<file path="src/include/sa_settings.svh">
`ifndef SA_SETTINGS_SVH
`define SA_SETTINGS_SVH

// Array geometry
`define SA_PE_SIZE      4                   // PE rows and columns
`define SA_ACT_W        8                   // Activation and weight bits
`define SA_PSUM_W       32                  // Partial sum bits
`define SA_FIFO_DEPTH   4                   // Accumulator entries per column

`define SA_ADR_W        4                   // Wishbone word address bits

// Row in at the array edge to psum row at the accumulator
`define SA_LATENCY      (2 * `SA_PE_SIZE)

// Register map, word addresses
`define SA_REG_STATUS   0                   // busy, full, empty
`define SA_REG_ACT      1                   // One activation row per write
`define SA_REG_WT_BASE  4                   // Weight row k at base + k
`define SA_REG_RES_BASE 8                   // Result column j at base + j

`endif

</file>
<file path="src/hw/sa_pkg.sv">
`include "sa_settings.svh"

package sa_pkg;

    typedef logic signed [`SA_ACT_W-1:0]    act_t;      // Activation or weight byte
    typedef logic signed [2*`SA_ACT_W-1:0]  prod_t;     // Full byte product
    typedef logic signed [`SA_PSUM_W-1:0]   psum_t;     // Wraps mod 2^32
    typedef logic [`SA_ADR_W-1:0]           wb_adr_t;
    typedef logic [31:0]                    wb_dat_t;
    typedef logic [`SA_PE_SIZE-1:0]         col_vec_t;  // One bit per column
    typedef logic [$clog2(`SA_PE_SIZE)-1:0] idx_t;      // Row or column index

    typedef struct packed {
        logic       cyc;
        logic       stb;
        logic       we;
        wb_adr_t    adr;
        wb_dat_t    dat;
        logic [3:0] sel;                                // Byte lanes, not decoded
    } wb_req_s;

    typedef struct packed {
        logic    ack;
        wb_dat_t dat;
    } wb_rsp_s;

    typedef struct packed {
        logic                    valid;
        act_t [`SA_PE_SIZE-1:0]  act;                   // Entry k feeds array row k
    } act_row_s;

    typedef struct packed {
        logic                    we;
        idx_t                    row;
        act_t [`SA_PE_SIZE-1:0]  wt;                    // Entry j for column j
    } wt_wr_s;

    typedef struct packed {
        logic                    valid;
        psum_t [`SA_PE_SIZE-1:0] psum;
    } psum_row_s;

    // Bus sequencer
    typedef enum logic [1:0] {
        CTRL_IDLE,
        CTRL_ACK,                                       // Single ack cycle
        CTRL_DRAIN                                      // Held until pipeline empty
    } ctrl_state_e;

endpackage

</file>
<file path="src/hw/sa_acc.sv">
`timescale 1ns/1ps
`include "sa_settings.svh"

module sa_acc (
    input  logic                            clk,
    input  logic                            rst_n_i,
    input  sa_pkg::psum_row_s               psum_row_i,  // Row from the array
    input  sa_pkg::col_vec_t                rden_i,      // Host pop strobe
    output sa_pkg::psum_t [`SA_PE_SIZE-1:0] head_o,      // FIFO heads
    output sa_pkg::col_vec_t                full_o,
    output sa_pkg::col_vec_t                empty_o
);

    localparam int N = `SA_PE_SIZE;

    sa_pkg::psum_t [N-1:0] feedback;     // Head when full, else zero
    sa_pkg::psum_t [N-1:0] fifo_in;
    sa_pkg::col_vec_t      fifo_rd;

    for (genvar j = 0; j < N; j++) begin : g_col
        // Preload until full, then fold into the oldest entry
        assign feedback[j] = full_o[j] ? head_o[j] : '0;
        assign fifo_in[j]  = feedback[j] + psum_row_i.psum[j];

        // Pop on accumulate or host read
        assign fifo_rd[j]  = (psum_row_i.valid && full_o[j]) || rden_i[j];

        sa_acc_fifo #(
            .DEPTH (`SA_FIFO_DEPTH),
            .WIDTH ($bits(sa_pkg::psum_t))
        ) u_fifo (
            .clk     (clk),
            .rst_n_i (rst_n_i),
            .wren_i  (psum_row_i.valid),    // Every valid row writes
            .rden_i  (fifo_rd[j]),
            .wdata_i (fifo_in[j]),
            .rdata_o (head_o[j]),
            .full_o  (full_o[j]),
            .empty_o (empty_o[j])
        );
    end

endmodule

</file>
<file path="src/hw/sa_acc_fifo.sv">
`timescale 1ns/1ps
`include "sa_settings.svh"

module sa_acc_fifo #(
    parameter int DEPTH = `SA_FIFO_DEPTH,
    parameter int WIDTH = `SA_PSUM_W
) (
    input  logic             clk,
    input  logic             rst_n_i,
    input  logic             wren_i,
    input  logic             rden_i,
    input  logic [WIDTH-1:0] wdata_i,
    output logic [WIDTH-1:0] rdata_o,     // Head, combinational
    output logic             full_o,
    output logic             empty_o
);

    localparam int PTR_W = (DEPTH > 1) ? $clog2(DEPTH) : 1;
    localparam int CNT_W = $clog2(DEPTH + 1);

    logic [WIDTH-1:0] mem [DEPTH];
    logic [PTR_W-1:0] wr_ptr_q;
    logic [PTR_W-1:0] rd_ptr_q;
    logic [CNT_W-1:0] count_q;
    logic             do_wr;
    logic             do_rd;

    // Wrap at DEPTH, not only powers of two
    function automatic logic [PTR_W-1:0] ptr_next(input logic [PTR_W-1:0] ptr);
        return (ptr == PTR_W'(DEPTH - 1)) ? '0 : ptr + 1'b1;
    endfunction

    assign full_o  = count_q == CNT_W'(DEPTH);
    assign empty_o = count_q == '0;
    assign do_rd   = rden_i && !empty_o;
    assign do_wr   = wren_i && (!full_o || do_rd);  // Write at full only with a pop
    assign rdata_o = mem[rd_ptr_q];

    always_ff @(posedge clk) begin
        if (!rst_n_i) begin
            wr_ptr_q <= '0;
            rd_ptr_q <= '0;
            count_q  <= '0;
        end else begin
            if (do_wr) wr_ptr_q <= ptr_next(wr_ptr_q);
            if (do_rd) rd_ptr_q <= ptr_next(rd_ptr_q);
            if (do_wr && !do_rd) begin
                count_q <= count_q + 1'b1;
            end else if (do_rd && !do_wr) begin
                count_q <= count_q - 1'b1;
            end                                     // Both at once, count holds
        end
    end

    // At full the write slot is the popped head
    always_ff @(posedge clk) begin
        if (do_wr) mem[wr_ptr_q] <= wdata_i;
    end

endmodule

</file>
<file path="src/hw/sa_array.sv">
`timescale 1ns/1ps
`include "sa_settings.svh"

module sa_array (
    input  logic              clk,
    input  logic              rst_n_i,
    input  sa_pkg::act_row_s  act_row_i,
    input  sa_pkg::wt_wr_s    wt_wr_i,
    output sa_pkg::psum_row_s psum_row_o
);

    localparam int N   = `SA_PE_SIZE;
    localparam int LAT = `SA_LATENCY;

    sa_pkg::act_t          act_in   [N];        // Gated row bytes
    sa_pkg::act_t          act_h    [N][N+1];   // Horizontal links, col 0 is the skewed edge
    sa_pkg::psum_t         psum_v   [N+1][N];   // Vertical links, row 0 is the zero edge
    sa_pkg::psum_t         psum_out [N];        // Deskewed column sums
    sa_pkg::psum_t [N-1:0] psum_q;
    logic [LAT-1:0]        valid_q;

    // Input skew, row k waits k cycles
    for (genvar k = 0; k < N; k++) begin : g_skew
        assign act_in[k] = act_row_i.valid ? act_row_i.act[k] : '0;   // Zero bubbles
        if (k == 0) begin : g_pass
            assign act_h[k][0] = act_in[k];
        end else begin : g_dly
            sa_pkg::act_t [k-1:0] sh_q;
            always_ff @(posedge clk) begin
                sh_q[0] <= act_in[k];
                for (int d = 1; d < k; d++) begin
                    sh_q[d] <= sh_q[d-1];
                end
            end
            assign act_h[k][0] = sh_q[k-1];
        end
    end

    // PE grid
    for (genvar k = 0; k < N; k++) begin : g_row
        for (genvar j = 0; j < N; j++) begin : g_col
            sa_pe u_pe (
                .clk       (clk),
                .rst_n_i   (rst_n_i),
                .wt_load_i (wt_wr_i.we && (wt_wr_i.row == sa_pkg::idx_t'(k))),
                .wt_i      (wt_wr_i.wt[j]),
                .act_i     (act_h[k][j]),
                .act_o     (act_h[k][j+1]),
                .psum_i    (psum_v[k][j]),
                .psum_o    (psum_v[k+1][j])
            );
        end
    end

    // Output deskew, column j waits N-1-j cycles
    for (genvar j = 0; j < N; j++) begin : g_deskew
        localparam int D = N - 1 - j;
        assign psum_v[0][j] = '0;                   // Top edge starts from zero
        if (D == 0) begin : g_pass
            assign psum_out[j] = psum_v[N][j];
        end else begin : g_dly
            sa_pkg::psum_t [D-1:0] sh_q;
            always_ff @(posedge clk) begin
                sh_q[0] <= psum_v[N][j];
                for (int d = 1; d < D; d++) begin
                    sh_q[d] <= sh_q[d-1];
                end
            end
            assign psum_out[j] = sh_q[D-1];
        end
    end

    // Final stage brings total to LAT
    always_ff @(posedge clk) begin
        for (int j = 0; j < N; j++) begin
            psum_q[j] <= psum_out[j];
        end
    end

    always_ff @(posedge clk) begin
        if (!rst_n_i) begin
            valid_q <= '0;
        end else begin
            valid_q <= {valid_q[LAT-2:0], act_row_i.valid};
        end
    end

    assign psum_row_o.valid = valid_q[LAT-1];
    assign psum_row_o.psum  = psum_q;

endmodule

</file>
<file path="src/hw/sa_ctrl.sv">
`timescale 1ns/1ps
`include "sa_settings.svh"

module sa_ctrl (
    input  logic                            clk,
    input  logic                            rst_n_i,
    input  sa_pkg::wb_req_s                 wb_req_i,
    output sa_pkg::wb_rsp_s                 wb_rsp_o,
    output sa_pkg::act_row_s                act_row_o,
    output sa_pkg::wt_wr_s                  wt_wr_o,
    output sa_pkg::col_vec_t                rden_o,     // Pop strobe, one column
    input  sa_pkg::psum_t [`SA_PE_SIZE-1:0] head_i,
    input  sa_pkg::col_vec_t                full_i,
    input  sa_pkg::col_vec_t                empty_i
);

    localparam int N     = `SA_PE_SIZE;
    localparam int LAT   = `SA_LATENCY;
    localparam int CNT_W = $clog2(LAT + 2);

    sa_pkg::ctrl_state_e  state_q;
    sa_pkg::ctrl_state_e  state_d;
    logic                 req;
    logic                 is_stat;
    logic                 is_act;
    logic                 is_wt;
    logic                 is_res;
    logic                 needs_drain;                  // Wt write or result read
    logic                 busy;
    logic                 go;                           // Request completes now
    sa_pkg::idx_t         idx;
    sa_pkg::wb_dat_t      status;
    sa_pkg::wb_dat_t      rd_data;
    logic                 act_valid_q;
    logic                 wt_we_q;
    sa_pkg::idx_t         wt_row_q;
    sa_pkg::act_t [N-1:0] bytes_q;                      // Shared by act and wt paths
    sa_pkg::wb_dat_t      rsp_dat_q;
    logic [CNT_W-1:0]     inflight_q;
    logic [LAT-1:0]       issue_q;                      // Issue flags, one per cycle

    // Address decode
    assign req     = wb_req_i.cyc && wb_req_i.stb;
    assign is_stat = wb_req_i.adr == sa_pkg::wb_adr_t'(`SA_REG_STATUS);
    assign is_act  = wb_req_i.adr == sa_pkg::wb_adr_t'(`SA_REG_ACT);
    assign is_wt   = (int'(wb_req_i.adr) >= `SA_REG_WT_BASE) &&
                     (int'(wb_req_i.adr) <  `SA_REG_WT_BASE + N);
    assign is_res  = (int'(wb_req_i.adr) >= `SA_REG_RES_BASE) &&
                     (int'(wb_req_i.adr) <  `SA_REG_RES_BASE + N);
    assign idx     = is_wt ? sa_pkg::idx_t'(int'(wb_req_i.adr) - `SA_REG_WT_BASE)
                           : sa_pkg::idx_t'(int'(wb_req_i.adr) - `SA_REG_RES_BASE);

    assign needs_drain = wb_req_i.we ? is_wt : is_res;
    assign busy        = inflight_q != '0;

    always_comb begin
        status            = '0;
        status[0]         = busy;
        status[4 +: N]    = full_i;
        status[8 +: N]    = empty_i;
    end

    // Read mux, zero for write-only or empty column
    always_comb begin
        rd_data = '0;
        if (is_stat) begin
            rd_data = status;
        end else if (is_res && !empty_i[idx]) begin
            rd_data = sa_pkg::wb_dat_t'(head_i[idx]);
        end
    end

    always_comb begin
        state_d = state_q;
        go      = 1'b0;
        case (state_q)
            sa_pkg::CTRL_IDLE: begin
                if (req && needs_drain && busy) begin
                    state_d = sa_pkg::CTRL_DRAIN;       // Wait out rows in flight
                end else if (req) begin
                    go      = 1'b1;
                    state_d = sa_pkg::CTRL_ACK;
                end
            end
            sa_pkg::CTRL_ACK:   state_d = sa_pkg::CTRL_IDLE;    // Never two acks in a row
            sa_pkg::CTRL_DRAIN: begin
                if (!req) begin
                    state_d = sa_pkg::CTRL_IDLE;        // Host abandoned the cycle
                end else if (!busy) begin
                    go      = 1'b1;
                    state_d = sa_pkg::CTRL_ACK;
                end
            end
            default:            state_d = sa_pkg::CTRL_IDLE;
        endcase
    end

    // Pop lands on the same edge as ack rise
    always_comb begin
        rden_o = '0;
        if (go && !wb_req_i.we && is_res && !empty_i[idx]) rden_o[idx] = 1'b1;
    end

    always_ff @(posedge clk) begin
        if (!rst_n_i) begin
            state_q     <= sa_pkg::CTRL_IDLE;
            act_valid_q <= 1'b0;
            wt_we_q     <= 1'b0;
            issue_q     <= '0;
            inflight_q  <= '0;
        end else begin
            state_q     <= state_d;
            act_valid_q <= go && wb_req_i.we && is_act;
            wt_we_q     <= go && wb_req_i.we && is_wt;
            issue_q     <= {issue_q[LAT-2:0], act_valid_q};
            // Drops the cycle after the row's psum write
            inflight_q  <= inflight_q + CNT_W'(act_valid_q) - CNT_W'(issue_q[LAT-1]);
        end
    end

    always_ff @(posedge clk) begin
        if (go) begin
            rsp_dat_q <= wb_req_i.we ? '0 : rd_data;
            wt_row_q  <= idx;
            for (int k = 0; k < N; k++) begin
                bytes_q[k] <= sa_pkg::act_t'(wb_req_i.dat[`SA_ACT_W*k +: `SA_ACT_W]);
            end
        end
    end

    assign wb_rsp_o.ack    = state_q == sa_pkg::CTRL_ACK;
    assign wb_rsp_o.dat    = rsp_dat_q;
    assign act_row_o.valid = act_valid_q;               // Pulses with ack
    assign act_row_o.act   = bytes_q;
    assign wt_wr_o.we      = wt_we_q;
    assign wt_wr_o.row     = wt_row_q;
    assign wt_wr_o.wt      = bytes_q;

endmodule

</file>
<file path="src/hw/sa_pe.sv">
`timescale 1ns/1ps

module sa_pe (
    input  logic          clk,
    input  logic          rst_n_i,
    input  logic          wt_load_i,    // Latch new stationary weight
    input  sa_pkg::act_t  wt_i,
    input  sa_pkg::act_t  act_i,        // From the left
    output sa_pkg::act_t  act_o,        // To the right
    input  sa_pkg::psum_t psum_i,       // From above
    output sa_pkg::psum_t psum_o        // Downward
);

    sa_pkg::act_t  wt_q;
    sa_pkg::prod_t prod;

    // Signed 8x8, sign-extended before the add
    assign prod = act_i * wt_q;

    // Stationary weight
    always_ff @(posedge clk) begin
        if (!rst_n_i) begin
            wt_q <= '0;
        end else if (wt_load_i) begin
            wt_q <= wt_i;
        end
    end

    // One stage for both directions
    always_ff @(posedge clk) begin
        act_o  <= act_i;
        psum_o <= psum_i + sa_pkg::psum_t'(prod);   // Wraps mod 2^32
    end

endmodule

</file>
<file path="src/hw/sa_top.sv">
`timescale 1ns/1ps
`include "sa_settings.svh"

module sa_top (
    input  logic            clk,
    input  logic            rst_n_i,
    input  sa_pkg::wb_req_s wb_req_i,
    output sa_pkg::wb_rsp_s wb_rsp_o
);

    sa_pkg::act_row_s                act_row;   // Ctrl to array
    sa_pkg::wt_wr_s                  wt_wr;
    sa_pkg::psum_row_s               psum_row;  // Array to accumulator
    sa_pkg::col_vec_t                rden;
    sa_pkg::col_vec_t                full;
    sa_pkg::col_vec_t                empty;
    sa_pkg::psum_t [`SA_PE_SIZE-1:0] head;

    // Bus decode and sequencing
    sa_ctrl u_ctrl (
        .clk        (clk),
        .rst_n_i    (rst_n_i),
        .wb_req_i   (wb_req_i),
        .wb_rsp_o   (wb_rsp_o),
        .act_row_o  (act_row),
        .wt_wr_o    (wt_wr),
        .rden_o     (rden),
        .head_i     (head),
        .full_i     (full),
        .empty_i    (empty)
    );

    sa_array u_array (
        .clk        (clk),
        .rst_n_i    (rst_n_i),
        .act_row_i  (act_row),
        .wt_wr_i    (wt_wr),
        .psum_row_o (psum_row)
    );

    // Per-column accumulation FIFOs
    sa_acc u_acc (
        .clk        (clk),
        .rst_n_i    (rst_n_i),
        .psum_row_i (psum_row),
        .rden_i     (rden),
        .head_o     (head),
        .full_o     (full),
        .empty_o    (empty)
    );

endmodule

</file>
<file path="config.mk">
export PLATFORM = sky130hd
export DESIGN_NAME = sa_top
export DESIGN_NICKNAME = d
export VERILOG_FILES = /design/src/hw/sa_pkg.sv /design/src/hw/sa_acc.sv /design/src/hw/sa_acc_fifo.sv /design/src/hw/sa_array.sv /design/src/hw/sa_ctrl.sv /design/src/hw/sa_pe.sv /design/src/hw/sa_top.sv
export VERILOG_INCLUDE_DIRS = /design/src /design/src/include
export SDC_FILE = /design/constraint.sdc
export NUM_CORES = 2
export LEC_CHECK = 0
export BUFFER_PORTS_ARGS = -buffer_cell sky130_fd_sc_hd__clkbuf_2
export CORE_AREA = 2 2 432 434
export CTS_CLUSTER_DIAMETER = 60
export DETAILED_ROUTE_END_ITERATION = 10
export DIE_AREA = 0 0 434 436
export HOLD_SLACK_MARGIN = 0.02
export PLACE_DENSITY = 0.85
export SLEW_MARGIN = 20
export SYNTH_ARGS = -nofsm -noshare
export SYNTH_HDL_FRONTEND = slang
export SYNTH_SLANG_ARGS = --single-unit
</file>
<file path="constraint.sdc">
create_clock -name clk -period 10 [get_ports clk]
set_input_delay 2 -clock clk [delete_from_list [all_inputs] [get_ports clk]]
set_output_delay 2 -clock clk [all_outputs]
set_load 0.05 [all_outputs]
</file>
== Word-level counts from Yosys, hierarchy flattened ==
Memory sizes are Yosys's and may differ from the RTL's. A register that Yosys moved wholly into a read port is not among the register bits.
Index checks and enable logic that the tools add are counted.

* Flip-flop bits (word level): 1158
* RAM bits: 512
* Input port bits: 45
* Logic and storage cells: 303
* Memories kept: 4

{| class="wikitable"
|+ Memories
! memory !! words !! bits a word !! rd ports !! clocked after memory_dff !! write ports !! RTL line !! text
|-
| u_acc.g_col[0].u_fifo.mem || 4 || 32 || 1 || 1 || 1 || sa_acc_fifo.sv:21 || <nowiki>logic [WIDTH-1:0] mem [DEPTH];</nowiki>
|-
| u_acc.g_col[1].u_fifo.mem || 4 || 32 || 1 || 1 || 1 || sa_acc_fifo.sv:21 ||
|-
| u_acc.g_col[2].u_fifo.mem || 4 || 32 || 1 || 1 || 1 || sa_acc_fifo.sv:21 ||
|-
| u_acc.g_col[3].u_fifo.mem || 4 || 32 || 1 || 1 || 1 || sa_acc_fifo.sv:21 ||
|}

* Add/subtract/negate cells: 36
* $mul: 16
* Order comparisons: 6
* Equality and inequality tests: 20
* Mux-type cells: 58
* Bitwise operators: 1
* Reductions and logical operators: 77

{| class="wikitable"
|+ Operators by type and width
! operator !! number
|-
| adder 32 x 16 -> 32 bit || 8
|-
| multiplier 8 x 8 -> 16 bit || 16
|-
| 2-to-1 mux 32 bit || 5
|-
| adder 32 bit || 4
|-
| adder 16 x 16 -> 17 bit || 4
|-
| binary-select mux 32 bit (select 2 bit) || 1
|-
| 2-to-1 mux 2 bit || 21
|-
| logical AND 1 bit || 37
|-
| 2-to-1 mux 12 bit || 2
|-
| 2-to-1 mux 3 bit || 8
|-
| == test 2 bit, second input constant || 11
|-
| zero test 1 bit || 18
|-
| adder 2 x 1 -> 2 bit, second input constant || 8
|-
| 2-to-1 mux 1 bit || 15
|-
| adder 3 x 1 -> 3 bit, second input constant || 4
|-
| == test 3 bit, second input constant || 4
|-
| zero test 3 bit || 4
|-
| subtractor 3 x 1 -> 3 bit, second input constant || 4
|-
| logical OR 1 bit || 8
|-
| < comparator 4 bit, second input constant || 2
|-
| 2-to-1 mux 8 bit || 1
|-
| nonzero test 2 bit || 4
|-
| adder 4 x 1 -> 4 bit || 1
|-
| == test 2 x 1 -> 1 bit, second input constant || 2
|-
| other kinds (20) || 22
|}

== Longest topological paths before layout ==
* Word-level depth: 19
* Depth in mapped cells: 23
* Depth with buffers taken out: 22

== Hierarchy ==
From an unflattened synthesis, not the netlist that was laid out.

* Cells, all modules: 12588
* Area, all modules: 145727.3 µm²

{| class="wikitable"
|+ By module, submodules not included
! module !! times used !! cells an instance !! area an instance (µm²)
|-
| sa_pe (u_array.g_row[0].g_col[2].u_pe ...) || 9 || 617 || 6583.8
|-
| sa_acc_fifo || 4 || 218 || 5147.4
|-
| sa_pe (u_array.g_row[3].g_col[0].u_pe ...) || 3 || 636 || 6692.7
|-
| sa_array || 1 || 425 || 7876.3
|-
| sa_acc || 1 || 1058 || 7300.8
|-
| sa_pe (u_array.g_row[3].g_col[3].u_pe) || 1 || 668 || 6799.0
|-
| sa_pe (u_array.g_row[0].g_col[1].u_pe) || 1 || 635 || 6729.0
|-
| sa_pe (u_array.g_row[2].g_col[3].u_pe) || 1 || 615 || 6586.3
|-
| sa_pe (u_array.g_row[0].g_col[0].u_pe) || 1 || 604 || 6536.3
|-
| sa_ctrl || 1 || 250 || 3977.6
|}

== Worst setup path after synthesis ==
Ideal clock, no wire load.

* Path kind: input to register
* Start point: in wb_req_i[38] (netlist bit)
* End point: reg u_acc.g_col[0].u_fifo.count_q[2]
* Setup time: 76 ps
* Arrival: 8580 ps
* Required time: 9924 ps
* Slack: 1344 ps
* Stages on the path: 13
* Buffers on the path: 0
* Cell sequence: nand2b_1 > o21ai_0 > o21a_1 > nor3_1 > nand2b_4 > o31ai_2 > inv_1 > ha_1 > inv_1 > fa_1 > xor2_1 > or3_1 > a21boi_0

* Longest elaborated chain between the ends: 18
* Elaborated cells on any way between the ends: 34

{| class="wikitable"
|+ Ends and longest elaborated chain
! what !! RTL line !! text
|-
| start, declared || sa_top.sv:7 || <nowiki>input sa_pkg::wb_req_s wb_req_i,</nowiki>
|-
| parallel branches: the longest is 10 deep, another holds greater-or-equal comparator 4 x 3 -> 1 bit || - ||
|-
| 2-to-1 mux 4 bit (*) || sa_ctrl.sv:101 || <nowiki>if (go && !wb_req_i.we && is_res && !empty_i[idx]) rden_o[idx] = 1'b1;</nowiki>
|-
| logical OR 1 bit (*) || sa_acc.sv:26 || <nowiki>assign fifo_rd[j] = (psum_row_i.valid && full_o[j]) || rden_i[j];</nowiki>
|-
| logical AND 1 bit (*) || sa_acc_fifo.sv:35 || <nowiki>assign do_rd = rden_i && !empty_o;</nowiki>
|-
| logical OR 1 bit || sa_acc_fifo.sv:36 || <nowiki>assign do_wr = wren_i && (!full_o || do_rd);</nowiki>
|-
| logical AND 1 bit || sa_acc_fifo.sv:36 ||
|-
| zero test 1 bit || sa_acc_fifo.sv:49 || <nowiki>end else if (do_rd && !do_wr) begin</nowiki>
|-
| logical AND 1 bit || sa_acc_fifo.sv:49 ||
|-
| nonzero test 2 bit (no source line) || - ||
|-
| end signal, assigned || sa_acc_fifo.sv:48 || <nowiki>count_q <= count_q + 1'b1;</nowiki>
|-
| end signal, assigned || sa_acc_fifo.sv:50 || <nowiki>count_q <= count_q - 1'b1;</nowiki>
|-
| end, declared || sa_acc_fifo.sv:24 || <nowiki>logic [CNT_W-1:0] count_q;</nowiki>
|}

Mark *: on every way between the ends. The select of a mux whose other input is x is not followed.
A chain may end at the register's enable or synchronous reset.

== Worst setup path after layout ==
* Start point: reg u_array.g_row[3].g_col[1].u_pe.wt_q[0]
* End point: reg u_array.g_row[3].g_col[1].u_pe.psum_o[29]

* Longest elaborated chain between the ends: 2

{| class="wikitable"
|+ Ends and longest elaborated chain
! what !! RTL line !! text
|-
| start, declared || sa_pe.sv:14 || <nowiki>sa_pkg::act_t wt_q;</nowiki>
|-
| start signal, assigned || sa_pe.sv:25 || <nowiki>wt_q <= wt_i;</nowiki>
|-
| multiplier 8 x 8 -> 16 bit || sa_pe.sv:18 || <nowiki>assign prod = act_i * wt_q;</nowiki>
|-
| adder 32 x 16 -> 32 bit || sa_pe.sv:32 || <nowiki>psum_o <= psum_i + sa_pkg::psum_t'(prod);</nowiki>
|-
| end signal, assigned || sa_pe.sv:32 ||
|-
| end, declared || sa_pe.sv:11 || <nowiki>output sa_pkg::psum_t psum_o</nowiki>
|}

Every way passes these cells.

==> results.md <==
* Status: completed
* Post-Syn Area at 110000 um2
* Routability Congestion at 0.9106
* Hold_ws at 0.2853 ns
* Placed cells at 12003
* Clock transition at path regs at 0.07 ns
* Worst path arrival time at 7.21 ns
* Delay-heaviest family, CP: adder cells
* Sw power at 2.941 mW
* Worst-margin pin slew at 1.001 ns
* Final nets at 12043
* Setup CP Type: flip-flop to flip-flop
* Syn-to-layout area delta at 8.178%
* FF-to-FF setup slack at 3.52 ns
* Core Area at 184600 um2
* CP peak stage delay at 0.81 ns
* Worst Hold Class: flip-flop to flip-flop
* Clk_skew at 0.06759 ns
* Die height at 436 um
* WP data required at 10.72 ns
* Sw Share at 21.98%
* WL final at 243200 um
* Routed via count at 68905
* Starting DRT DRC Count at 5334
* Clk Tree Root Cell: clkbuf_16
* PostCTS Resize Cnt at 0
* First-pass DRT Iterations at 6
* Flop pwr share at 51.0%
* All-layer global routing usage at 26.30%
* Seq cells post-synth at 1610
* # hold bufs at CTS at 0
* Yosys cell types at 97
* Vias/cell at 5.591
* Area post-placement at 113200 um2
* FMAX at 154.2 MHz
* Post-route ant nets at 0
* Initial core utilization at 59.58%
* Element type at the critical path end: flip-flop
* Final setup violation count at 0
* Mean Syn Cell Area at 11.47 um2
* Post-layout util at 64.45%
* Ports at 78
* RSZ-0062 raised after global routing: false
* Combinational share of power at 1.2%
* CTS Sinks at 1610
* Buffer count from post-CTS setup fixing at 0
* Layout cells sized above 1 at 6.476%
* Final std cells w/o fill at 12324
* Most used DFF post-synth: dfxtp_1
* Endpoints failing hold at 0
* Sequential share of the synthesized area at 34.56%
* Crit start category: flip-flop
* Worst skew pair latency at 0.83 ns
* Peak VDD IR at 0.0001620 V
* Num CTS Buffers at 167
* Die Span X at 434 um
* Yosys Warn Count at 0
* Critical-path top delay cell: and2_2
* Grt ovf at 0
* Largest net degree at the start of global routing at 113
* Asr flop ratio synth at 0%
* Max cap viols at 0
* Average wire per standard cell at 19.73 um
* Min cycle time layout at 6.484 ns
* CTS tree: built
* Fin crit share at 64.84%
* CP most frequent cell: fa_1
* Final Max Tran Viols at 0
* Die area at 189200 um2
* IO Port Bufs at 73
* Worst-path fanout max at 25
* Slew headroom at 33.24%
* Clock share of power at 47.8%
* Remaining DRCs at 0
* Vias in the first global route at 74515
* Synthesized net count at 11939
* P_leak at 56.44 nW
* Number of enable flip-flop cells after synthesis at 578
* Final instance area at 119000 um2
* First-pass GRT wire length at 392500 um
* Critical path buffers and inverters at 2
* Mapped Cells at 9588
* CTS Buffer Depth at 3
* Int Power at 10.44 mW
* Pwr per Cell Area at 112.4 nW/um2
* Setup TNS at 0 ns
* Crit path cell chain: and2_2 > inv_1 > fa_1 > inv_1 > fa_1 > fa_1 > fa_1 > fa_1 > ha_1 > o21a_1 > o21a_1 > a2111oi_4 > nor3b_1 > a221o_1 > o21a_1 > o31ai_2 > nand3_1 > o311ai_1
* Site row count at 158
* Clock H-tree levels at 4
* Initial antenna violation count at 11
* DP HPWL at 182600 um
-- through the flow --
stage,worst slack (ns),power [mW]
global placement,3.580,7.114
detailed placement,3.451,7.121
global route,3.087,13.71
CTS,3.480,13.45
floorplan,1.344,7.046
finish,3.516,13.38
-- layout by cell type, fill, tap and decap left out, drive strengths merged, types with 114 or more instances in the layout --
| cell type | synthesis | routed |
|---|---|---|
| inv | 1600 | 1629 |
| fa | 1413 | 1413 |
| dfxtp | 1032 | 1032 |
| ha | 893 | 893 |
| nand2 | 761 | 761 |
| and2 | 690 | 690 |
| edfxtp | 578 | 578 |
| xnor2 | 333 | 333 |
| nor2 | 304 | 304 |
| clkbuf | 166 | 293 |
| a21oi | 250 | 250 |
| o21ai | 174 | 174 |
| a21boi | 163 | 163 |
| mux4 | 161 | 161 |
| a21o | 114 | 114 |
-- kinds of logic after synthesis --
logic type / after synthesis / share of synthesized area, %
flops: 1610 / 34.56
buf+inv: 1790 / 6.115
simple gates: 2262 / 10.37
fa+ha+maj: 2306 / 35.87
compound gates: 1027 / 6.338
xor+xnor: 418 / 3.328
mux: 175 / 3.424
-- area by class of cell --
class,instances,area (um2)
diodes,7,17.52
clock buffers,221,4718
clock inverters,93,1094
fillers,12839,65640
inverters,1608,6036
multi-input cells,6188,65310
flip-flops and latches,1610,38030
well taps,2480,3103
repair buffers,117,701.9
-- flip-flops by register name, indices dropped and copies added (netlist names), 4 cells and up, named ones only --
signal and flops:
u_acc.g_col.u_fifo.count_q 12, u_acc.g_col.u_fifo.mem 512, u_acc.g_col.u_fifo.rd_ptr_q 8, u_acc.g_col.u_fifo.wr_ptr_q 8, u_array.act_h 16, u_array.g_deskew.g_dly.sh_q 192, u_array.g_row.g_col.u_pe.act_o 96, u_array.g_row.g_col.u_pe.psum_o 388
u_array.g_row.g_col.u_pe.wt_q 128, u_array.g_skew.g_dly.sh_q 32, u_array.psum_row_o 128, u_ctrl.act_row_o 32, u_ctrl.inflight_q 4, u_ctrl.issue_q 8, u_ctrl.rsp_dat_q 32
-- synth_stat cells (all sizes together), types with 9 or more instances --
cell type  instances  area (um2)
ha               893       11170
a31oi             26       190.2
a21o             114       855.8
nor3b             12       90.09
a22oi             14       105.1
mux4             161        3626
o2111ai            9       78.83
clkbuf           166       623.1
o21a              46       345.3
o41ai             20       190.2
fa              1413       28290
nand2            761        2856
and2             690        4317
or3               29       181.4
xnor2            333        2917
nor3              75       375.4
o211ai            25       192.7
buf               16       67.57
dfxtp           1032       20660
or2               14       87.59
o21ai            174       874.6
a211oi            33       285.3
nor2b             88       550.5
edfxtp           578       17360
mux2i             14       140.1
a21boi           163        1224
nand4             28       175.2
o41a              12       136.4
nand2b            93       589.3
nand3b             9       67.56
a21oi            250        1255
nor4               9       56.30
and3              65       406.6
o31ai             21       182.7
xor2              85       744.5
nand3             65       325.3
inv             1600        6006
nor2             304        1141
o21bai            48       360.4
-- per-layer routing --
metal,vias to the layer above,GRT usage [%],wire length (um)
li1,31186,-,-
met1,34424,31.89,92800
met2,2622,44.74,118800
met3,663,3.961,15600
met4,10,15.10,15900
met5,-,0,65
-- path summary, 6_finish.rpt --
kind,start,end,cells after the start
hold reg to reg,u_array.g_row[3].g_col[3].u_pe.psum_o[3]$_DFF_P_,u_array.psum_row_o[99]$_DFF_P_,0
setup reg to reg,u_array.g_row[3].g_col[1].u_pe.wt_q[0]$_SDFFE_PN0P_,u_array.g_row[3].g_col[1].u_pe.psum_o[29]$_DFF_P_,18
setup / recovery,u_array.g_row[3].g_col[1].u_pe.wt_q[0]$_SDFFE_PN0P_,u_array.g_row[3].g_col[1].u_pe.psum_o[29]$_DFF_P_,18
hold / removal,u_array.g_row[3].g_col[3].u_pe.psum_o[3]$_DFF_P_,u_array.psum_row_o[99]$_DFF_P_,0
-- worst register-to-register path: stages (launching register included) --
cell       delay (ns)
dfxtp_1          0.52
and2_2           0.81
inv_1            0.14
fa_1             0.51
inv_1            0.06
fa_1             0.49
fa_1             0.56
fa_1             0.42
fa_1             0.38
ha_1             0.38
o21a_1           0.20
o21a_1           0.21
a2111oi_4        0.32
nor3b_1          0.15
a221o_1          0.41
o21a_1           0.27
o31ai_2          0.32
nand3_1          0.12
o311ai_1         0.11
-- power groups by stage --
stage          sequential (mW)  clock (mW)  combinational [mW]
3_3_place_gp              6.96           0               0.157
4_1_cts                   6.81        6.47               0.165
6_report                  6.82        6.40               0.166
5_1_grt                   6.81        6.72               0.178
2_1_floorplan             6.95           0              0.0962
3_5_place_dp              6.96           0               0.163
No activity file was read; power rests on OpenSTA's default activity.
